## config.mk

```make
export PLATFORM = sky130hd
export DESIGN_NAME = textRenderer
export DESIGN_NICKNAME = d
export VERILOG_FILES = /design/src/renderPkg.sv /design/src/glyphRom.sv /design/src/glyphStyle.sv /design/src/inkMask.sv /design/src/lineGen.sv /design/src/renderCtrl.sv /design/src/textRenderer.sv
export SDC_FILE = /design/constraint.sdc
export NUM_CORES = 1
export LEC_CHECK = 0
export BUFFER_PORTS_ARGS = -buffer_cell sky130_fd_sc_hd__buf_4
export CORE_ASPECT_RATIO = 0.75
export CORE_UTILIZATION = 65
export DETAILED_ROUTE_END_ITERATION = 12
export PLACE_DENSITY = 0.87
export SLEW_MARGIN = 5
export SYNTH_ARGS = -nofsm -noshare
export SYNTH_HDL_FRONTEND = slang
export SYNTH_HIERARCHICAL = 1
export SYNTH_SLANG_ARGS = --single-unit
```

## constraint.sdc

```tcl
create_clock -name clk -period 9.6 [get_ports clk]
set_input_delay 2.4 -clock clk [delete_from_list [all_inputs] [get_ports clk]]
set_output_delay 2.4 -clock clk [all_outputs]
set_load 0.01 [all_outputs]
```

## src/renderPkg.sv

```systemverilog
package renderPkg;

	typedef logic [7:0] charCode;
	typedef logic [3:0] scanRow;
	typedef logic [15:0] pixelRow;
	typedef logic [23:0] attrWord;
	typedef logic [9:0] modeWord;

	// bit positions inside the attribute word, bit 23 is reserved.
	localparam int attrBold = 0;
	localparam int attrExtraBold = 1;
	localparam int attrFaint = 2;
	localparam int attrItalic = 3;
	localparam int attrReverseItalic = 4;
	localparam int attrBlink = 5;
	localparam int attrAlternate = 6;
	localparam int attrInverse = 7;
	localparam int attrHidden = 8;
	localparam int attrUnderline = 9;
	localparam int attrDoubleUnderline = 10;
	localparam int attrDottedUnderline = 11;
	localparam int attrStrike = 12;
	localparam int attrDoubleStrike = 13;
	localparam int attrDottedStrike = 14;
	localparam int attrOverline = 15;
	localparam int attrDoubleOverline = 16;
	localparam int attrDottedOverline = 17;
	localparam int attrCursor = 18;
	localparam int attrXOffset = 19;
	localparam int attrXScale = 20;
	localparam int attrYOffset = 21;
	localparam int attrYScale = 22;

	// bit positions inside the mode word, bit 9 is reserved.
	localparam int modeXPreMirror = 0;
	localparam int modeXPostMirror = 1;
	localparam int modeYPreMirror = 2;
	localparam int modeYPostMirror = 3;
	localparam int modeBlinkEnable = 4;
	localparam int modeLineEnable = 5;
	localparam int modeCursorBlink = 6;
	localparam int modeCursorTop = 7;
	localparam int modeCursorBottom = 8;

	// each phase is one bit of the frame counter.
	localparam int frameBits = 6;
	localparam int blinkPhaseBit = 5;
	localparam int cursorPhaseBit = 4;
	localparam int faintPhaseBit = 0;

	typedef enum logic [2:0] {
		idle,
		fetch,
		style,
		hold,
		done
	} ctrlState;

	// swaps left and right pixels of a row.
	function automatic pixelRow mirrorRow(input pixelRow r);
		pixelRow m;
		for (int i = 0; i < 16; i++) begin
			m[i] = r[15 - i];
		end
		return m;
	endfunction

endpackage

```

## src/glyphRom.sv

```systemverilog
module glyphRom (
	input logic clk,
	input logic en,
	input renderPkg::charCode code,
	input renderPkg::scanRow row,
	output renderPkg::pixelRow glyph
);

	logic [7:0] lowByte;

	// a fixed rule takes the place of font data, so every row is predictable.
	assign lowByte = {~code[7:4], code[3:0] ^ row};

	// one cycle of read latency, like a synchronous font memory.
	always_ff @(posedge clk) begin
		if (en) begin
			glyph <= {code, lowByte};
		end
	end

endmodule

```

## src/glyphStyle.sv

```systemverilog
module glyphStyle (
	input renderPkg::pixelRow glyph,
	input renderPkg::attrWord attr,
	input renderPkg::modeWord mode,
	input renderPkg::scanRow effectRow,
	output renderPkg::pixelRow styled
);

	import renderPkg::*;

	pixelRow preRow;
	pixelRow slantRow;
	pixelRow boldRow;
	pixelRow offsetRow;
	pixelRow scaleRow;
	logic italicOnly;
	logic reverseOnly;

	assign preRow = mode[modeXPreMirror] ? mirrorRow(glyph) : glyph;

	assign italicOnly = attr[attrItalic] & ~attr[attrReverseItalic];
	assign reverseOnly = attr[attrReverseItalic] & ~attr[attrItalic];

	// the slant steps once every four scanlines, top rows lean furthest.
	always_comb begin
		slantRow = preRow;
		if (italicOnly) begin
			case (effectRow[3:2])
				2'd0: slantRow = preRow >> 2;
				2'd1: slantRow = preRow >> 1;
				2'd2: slantRow = preRow;
				default: slantRow = preRow << 1;
			endcase
		end else if (reverseOnly) begin
			case (effectRow[3:2])
				2'd0: slantRow = preRow << 2;
				2'd1: slantRow = preRow << 1;
				2'd2: slantRow = preRow;
				default: slantRow = preRow >> 1;
			endcase
		end
	end

	always_comb begin
		boldRow = slantRow;
		if (attr[attrBold]) begin
			boldRow = slantRow | (slantRow >> 1);
			if (attr[attrExtraBold])
				boldRow = boldRow | (slantRow << 1);
		end
	end

	assign offsetRow = attr[attrXOffset] ? {slantSwap(boldRow)} : boldRow;

	// only the left half survives a horizontal scale.
	always_comb begin
		for (int i = 0; i < 8; i++) begin
			scaleRow[15 - 2 * i] = offsetRow[15 - i];
			scaleRow[14 - 2 * i] = offsetRow[15 - i];
		end
	end

	assign styled = attr[attrXScale] ? scaleRow : offsetRow;

	function automatic pixelRow slantSwap(input pixelRow r);
		return {r[7:0], r[15:8]};
	endfunction

endmodule

```

## src/inkMask.sv

```systemverilog
module inkMask (
	input renderPkg::pixelRow styled,
	input renderPkg::attrWord attr,
	input renderPkg::modeWord mode,
	input logic blinkPhase,
	input logic inverse,
	input logic faint,
	input logic faintPhase,
	input logic solidLine,
	output renderPkg::pixelRow pixels
);

	import renderPkg::*;

	pixelRow lineRow;
	pixelRow faintRow;
	pixelRow hiddenRow;
	pixelRow blinkRow;
	pixelRow altRow;
	pixelRow invRow;
	logic blinkOff;
	logic altOn;

	assign lineRow = solidLine ? 16'hFFFF : styled;

	// faint keeps every other pixel, the phase picks which half.
	assign faintRow = faint ? (lineRow & (faintPhase ? 16'h5555 : 16'hAAAA)) : lineRow;
	assign hiddenRow = attr[attrHidden] ? 16'h0000 : faintRow;

	assign blinkOff = attr[attrBlink] & blinkPhase & mode[modeBlinkEnable];
	assign blinkRow = blinkOff ? 16'h0000 : hiddenRow;

	// with blinking disabled the alternate colour is shown all the time.
	assign altOn = attr[attrAlternate] & (blinkPhase | ~mode[modeBlinkEnable]);
	assign altRow = altOn ? ~blinkRow : blinkRow;

	assign invRow = inverse ? ~altRow : altRow;
	assign pixels = mode[modeXPostMirror] ? mirrorRow(invRow) : invRow;

endmodule

```

## src/lineGen.sv

```systemverilog
module lineGen (
	input renderPkg::scanRow scanline,
	input renderPkg::attrWord attr,
	input renderPkg::modeWord mode,
	input logic faintPhase,
	input logic cursorPhase,
	output renderPkg::scanRow bitmapRow,
	output renderPkg::scanRow effectRow,
	output logic inverseOut,
	output logic faintOut,
	output logic faintPhaseOut,
	output logic solidLine
);

	import renderPkg::*;

	scanRow postRow;
	scanRow scaledRow;
	logic underRow;
	logic strikeRow;
	logic overRow;
	logic underHit;
	logic strikeHit;
	logic overHit;
	logic dottedHit;
	logic cursorRowOk;
	logic cursorOn;

	assign postRow = mode[modeYPostMirror] ? ~scanline : scanline;
	assign scaledRow = attr[attrYScale] ? {1'b0, postRow[3:1]} : postRow;
	assign effectRow = attr[attrYOffset] ? {~scaledRow[3], scaledRow[2:0]} : scaledRow;
	assign bitmapRow = mode[modeYPreMirror] ? ~effectRow : effectRow;

	// the double form moves or adds rows depending on whether the single bit is also set.
	always_comb begin
		if (attr[attrDoubleUnderline] && attr[attrUnderline])
			underRow = (effectRow == 4'd15);
		else if (attr[attrDoubleUnderline])
			underRow = (effectRow == 4'd13) || (effectRow == 4'd15);
		else
			underRow = (effectRow == 4'd13);

		if (attr[attrDoubleStrike] && attr[attrStrike])
			strikeRow = (effectRow == 4'd5) || (effectRow == 4'd7) || (effectRow == 4'd9);
		else if (attr[attrDoubleStrike])
			strikeRow = (effectRow == 4'd6) || (effectRow == 4'd8);
		else
			strikeRow = (effectRow == 4'd7);

		if (attr[attrDoubleOverline] && attr[attrOverline])
			overRow = (effectRow == 4'd2);
		else if (attr[attrDoubleOverline])
			overRow = (effectRow == 4'd0) || (effectRow == 4'd2);
		else
			overRow = (effectRow == 4'd0);
	end

	assign underHit = mode[modeLineEnable] & underRow &
		(attr[attrUnderline] | attr[attrDoubleUnderline] | attr[attrDottedUnderline]);
	assign strikeHit = mode[modeLineEnable] & strikeRow &
		(attr[attrStrike] | attr[attrDoubleStrike] | attr[attrDottedStrike]);
	assign overHit = mode[modeLineEnable] & overRow &
		(attr[attrOverline] | attr[attrDoubleOverline] | attr[attrDottedOverline]);

	assign dottedHit = (underHit & attr[attrDottedUnderline]) |
		(strikeHit & attr[attrDottedStrike]) | (overHit & attr[attrDottedOverline]);
	assign solidLine = underHit | strikeHit | overHit;

	// cursor rows are judged on the incoming scanline, before any transform.
	assign cursorRowOk = !(mode[modeCursorTop] || mode[modeCursorBottom]) ||
		(mode[modeCursorTop] && (scanline < 4'd3)) ||
		(mode[modeCursorBottom] && (scanline > 4'd12));
	assign cursorOn = attr[attrCursor] & (cursorPhase | ~mode[modeCursorBlink]) & cursorRowOk;

	assign inverseOut = attr[attrInverse] ^ cursorOn;
	assign faintOut = attr[attrFaint] | dottedHit;
	assign faintPhaseOut = faintPhase ^ scaledRow[0];

endmodule

```

## src/renderCtrl.sv

```systemverilog
module renderCtrl (
	input logic clk,
	input logic arstN,
	input logic req,
	output logic ack,
	input renderPkg::charCode code,
	input renderPkg::attrWord attr,
	input renderPkg::scanRow scanline,
	input renderPkg::modeWord mode,
	input logic frameTick,
	input renderPkg::pixelRow styledRow,
	output renderPkg::charCode codeQ,
	output renderPkg::attrWord attrQ,
	output renderPkg::scanRow scanlineQ,
	output renderPkg::modeWord modeQ,
	output logic romEn,
	output logic blinkPhase,
	output logic cursorPhase,
	output logic faintPhase,
	output renderPkg::pixelRow pixels
);

	import renderPkg::*;

	ctrlState state;
	logic [frameBits-1:0] frameCount;
	logic accept;

	assign accept = (state == idle) && req;
	assign romEn = (state == fetch);

	// one cell at a time: latch, read glyph, style, then hold until req drops.
	always_ff @(posedge clk or negedge arstN) begin
		if (!arstN) begin
			state <= idle;
			ack <= 1'b0;
			pixels <= '0;
		end else begin
			case (state)
				idle: begin
					if (req)
						state <= fetch;
				end
				fetch: state <= style;
				style: begin
					state <= hold;
					ack <= 1'b1;
					pixels <= styledRow;
				end
				hold: begin
					if (!req) begin
						state <= done;
						ack <= 1'b0;
					end
				end
				done: state <= idle;
				default: state <= idle;
			endcase
		end
	end

	always_ff @(posedge clk or negedge arstN) begin
		if (!arstN)
			frameCount <= '0;
		else if (frameTick)
			frameCount <= frameCount + 1'b1;
	end

	// phases are taken together with the operands so a cell sees one frame.
	always_ff @(posedge clk) begin
		if (accept) begin
			codeQ <= code;
			attrQ <= attr;
			scanlineQ <= scanline;
			modeQ <= mode;
			blinkPhase <= frameCount[blinkPhaseBit];
			cursorPhase <= frameCount[cursorPhaseBit];
			faintPhase <= frameCount[faintPhaseBit];
		end
	end

endmodule

```

## src/textRenderer.sv

```systemverilog
module textRenderer (
	input logic clk,
	input logic arstN,
	input logic req,
	output logic ack,
	input renderPkg::charCode code,
	input renderPkg::attrWord attr,
	input renderPkg::scanRow scanline,
	input renderPkg::modeWord mode,
	input logic frameTick,
	output renderPkg::pixelRow pixels
);

	import renderPkg::*;

	charCode codeQ;
	attrWord attrQ;
	scanRow scanlineQ;
	modeWord modeQ;
	logic romEn;
	logic blinkPhase;
	logic cursorPhase;
	logic faintPhase;
	scanRow bitmapRow;
	scanRow effectRow;
	logic inverseLine;
	logic faintLine;
	logic faintPhaseLine;
	logic solidLine;
	pixelRow glyph;
	pixelRow shapedRow;
	pixelRow styledRow;

	renderCtrl ctrl0 (
		.clk(clk),
		.arstN(arstN),
		.req(req),
		.ack(ack),
		.code(code),
		.attr(attr),
		.scanline(scanline),
		.mode(mode),
		.frameTick(frameTick),
		.styledRow(styledRow),
		.codeQ(codeQ),
		.attrQ(attrQ),
		.scanlineQ(scanlineQ),
		.modeQ(modeQ),
		.romEn(romEn),
		.blinkPhase(blinkPhase),
		.cursorPhase(cursorPhase),
		.faintPhase(faintPhase),
		.pixels(pixels)
	);

	glyphRom rom0 (
		.clk(clk),
		.en(romEn),
		.code(codeQ),
		.row(bitmapRow),
		.glyph(glyph)
	);

	lineGen line0 (
		.scanline(scanlineQ),
		.attr(attrQ),
		.mode(modeQ),
		.faintPhase(faintPhase),
		.cursorPhase(cursorPhase),
		.bitmapRow(bitmapRow),
		.effectRow(effectRow),
		.inverseOut(inverseLine),
		.faintOut(faintLine),
		.faintPhaseOut(faintPhaseLine),
		.solidLine(solidLine)
	);

	glyphStyle style0 (
		.glyph(glyph),
		.attr(attrQ),
		.mode(modeQ),
		.effectRow(effectRow),
		.styled(shapedRow)
	);

	inkMask ink0 (
		.styled(shapedRow),
		.attr(attrQ),
		.mode(modeQ),
		.blinkPhase(blinkPhase),
		.inverse(inverseLine),
		.faint(faintLine),
		.faintPhase(faintPhaseLine),
		.solidLine(solidLine),
		.pixels(styledRow)
	);

endmodule
```

==> flow_metrics.tcl <==
set metrics [dict create \
    path_cells "xnor2_1 > nor2_2 > xnor2_2 > inv_1 > buf_4 > nand2b_1 > o22ai_1 > a31oi_1 > o211ai_1 > a211o_1 > a221o_1 > a22o_1 > o21ai_0 > o32ai_2 > xnor2_1 > mux2_4" \
    skew_ns 0.00941 \
    pwr-share-clk_pct 15.6 \
    required_ns 9.83 \
    dp_hpwl_mm 11.2 \
    grt.overflow.total 0 \
    synth.avg_cell_area_um2 10.6 \
    multiInputGateArea_um2 3630 \
    ir_worst_vdd_uv 157 \
    cts.sinks 89 \
    vias 5319 \
    final-instance-count-excl-fill 786 \
    critPathKind "flip-flop to flip-flop" \
    status "finished clean" \
    hp-start "ctrl0/codeQ[5]" \
    drtIter0Drc 558 \
    synthesis.area_um2 6480 \
    switching_power_uw 966 \
    drv_cap 0 \
    first_pass_iters 5 \
    p_per_area_nw_per_um2 316 \
    internal-power_mw 1.31 \
    crit_arrival_ns 5.02 \
    track_usage_pct 31.2 \
    die_x_um 117 \
    min_period_over_period_pct 49.9 \
    worstSkewPairLatency_ns 0.34 \
    finalWirelength_mm 15.9 \
    final-seq-area_um2 2540 \
    wire_per_inst_um 20.2 \
    rr_worst_depth 16 \
    routabilityCongestion 0.928 \
    cts_made_buffers 9 \
    port_buffers 64 \
    ctsResizeCount 0 \
    min_delay_path_depth 0 \
    finalHoldViolations 0 \
    synth_nets 662 \
    tightestPinTransition_ns 1.01 \
    power_frac_seq_pct 30.1 \
    die_y_um 88.5 \
    syn_to_final_growth_pct 11.5 \
    viasPerCell 6.77 \
    reg2reg_to "ctrl0/pixels[12]" \
    hold_path.class "flip-flop to flip-flop" \
    pwr-share-comb_pct 54.3 \
    tns_ns 0 \
    relSlewSlack_pct 32.3 \
    period_needed_ns 4.79 \
    rrSetupSlack_ns 4.81 \
    die_area_um2 10400 \
    hold_buffers 0 \
    timing.hold.ws_ns 0.449 \
    grt_pass1_wl_mm 25.3 \
    slew_viol_final 0 \
    num_rows 31 \
    htreeDepth 3 \
    grt_pass1_vias 4942 \
    cts_root_buf "clkbuf_16" \
    hold_end "rom0/glyph[13]" \
    drc 0 \
    drive_gt1_share_pct 24.0 \
    ys_warn_count 6 \
    postLayoutCoreUtil_pct 74.8 \
    placed_cells 770 \
    cp_max_fo 29 \
    fin_nets 700 \
    n_fill_cell 629 \
    antenna_found_initial 0 \
    boundaryPins 67 \
    grt_max_degree 42 \
    core_area_um2 9660 \
    start_util_pct 67.1 \
    cts_setup_buffers 0 \
    cpMostUsedCell "xnor2_1" \
    cts_tree "done" \
    p_sw_share_pct 42.4 \
    r2r-start "ctrl0/modeQ[3]" \
    cts.path.max_buffers 2 \
    setup_viol 0 \
    cp-end-kind "flip-flop" \
    n_antenna_cell 0 \
    start_kind "flip-flop" \
    max_freq_mhz 209 \
    antenna_left 0 \
    cpPeakStageDelay_ns 0.66 \
    synthCells 611 \
    cpMaxStageDelayCell "edfxtp_1" \
    path_clk_slew_ns 0.07 \
    rsz0062_at_grt "no" \
    p_leak_nw 2.73 \
]
==> critical path, delay by kind of cell (launching register included) <==
| kind | cells | cell delay (ns) |
|---|---|---|
| DFF | 1 | 0.66 |
| buffers and inverters | 2 | 0.33 |
| and+or+nand+nor | 2 | 0.60 |
| AOI/OAI and AO/OA | 8 | 1.95 |
| muxes | 1 | 0.27 |
| xor gates and xnor gates | 3 | 0.84 |
==> layout by cell type, fill, tap and decap left out, types with 7 or more instances in the layout <==
| master | n |
|---|---|
| a211oi_1 | 8 |
| o22ai_1 | 10 |
| o32ai_1 | 13 |
| mux2_2 | 22 |
| xor2_1 | 13 |
| o21ai_0 | 35 |
| nand2b_1 | 9 |
| clkbuf_16 | 9 |
| xnor2_1 | 24 |
| o211ai_1 | 11 |
| a21o_1 | 7 |
| a211o_1 | 8 |
| a22oi_1 | 7 |
| mux2_4 | 13 |
| edfxtp_1 | 63 |
| nand2_1 | 32 |
| buf_4 | 70 |
| dfrtp_1 | 26 |
| mux2i_1 | 33 |
| nor2_1 | 46 |
| o21ai_1 | 9 |
| nor3_1 | 9 |
| a21oi_1 | 22 |
| inv_1 | 13 |
==> sequential cells by signal, indices dropped and copies added (netlist names) <==
register	cells
ctrl0/cursorPhase	1
ctrl0/attrQ	23
ctrl0/scanlineQ	4
ctrl0/codeQ	8
ctrl0/faintPhase	1
ctrl0/pixels	16
ctrl0/modeQ	9
ctrl0/blinkPhase	1
ctrl0/frameCount	6
rom0/glyph	16
ctrl0/state	3
ctrl0/ack	1
==> area by class of cell <==
class	count	area share, %
multi-input combinational	463	50.2
sequential	89	35.2
timing repair buffer	70	7.27
clock buffer	10	3.17
tap	132	2.28
clock inverter	6	1.06
inverter	16	0.831
==> worst max-delay path by stage <==
stage	from	endpoint	slack, ns	cells after the start
after floorplan	req	ctrl0/attrQ[0]	3.42	2
after global placement	ctrl0/modeQ[3]	ctrl0/pixels[12]	5.04	16
after detailed placement	ctrl0/modeQ[3]	ctrl0/pixels[12]	4.89	16
after CTS	ctrl0/modeQ[3]	ctrl0/pixels[12]	4.87	16
after global routing	ctrl0/modeQ[3]	ctrl0/pixels[12]	4.51	16
final	ctrl0/modeQ[3]	ctrl0/pixels[12]	4.81	16
==> power groups by stage <==
stage / Clock [mW] / Sequential (mW) / Combinational [mW]
finish: 0.357 / 0.686 / 1.24
global route: 0.375 / 0.704 / 1.33
CTS: 0.362 / 0.684 / 1.21
detailed placement: 0 / 0.689 / 1.20
global placement: 0 / 0.677 / 1.16
floorplan: 0 / 0.659 / 0.957
==> through the flow <==
| step | instance area, um^2 | setup slack, ns | power (mW) |
|---|---|---|---|
| 2_1_floorplan | 6480 | 3.42 | 1.62 |
| 3_3_place_gp | 6920 | 5.04 | 1.84 |
| 3_5_place_dp | 6920 | 4.89 | 1.89 |
| 4_1_cts | 7230 | 4.87 | 2.26 |
| 5_1_grt | 7230 | 4.51 | 2.41 |
| 6_report | 7230 | 4.81 | 2.28 |
==> layer usage <==
layer | vias up | wire length (um) | GRT usage, %
li1 | 2445 | - | -
met3 | 26 | 1390 | 7.60
met1 | 2575 | 6860 | 41.6
met5 | - | 0 | 0
met2 | 273 | 7450 | 51.2
met4 | 0 | 206 | 9.09
Power figures use the tool's default switching activity.
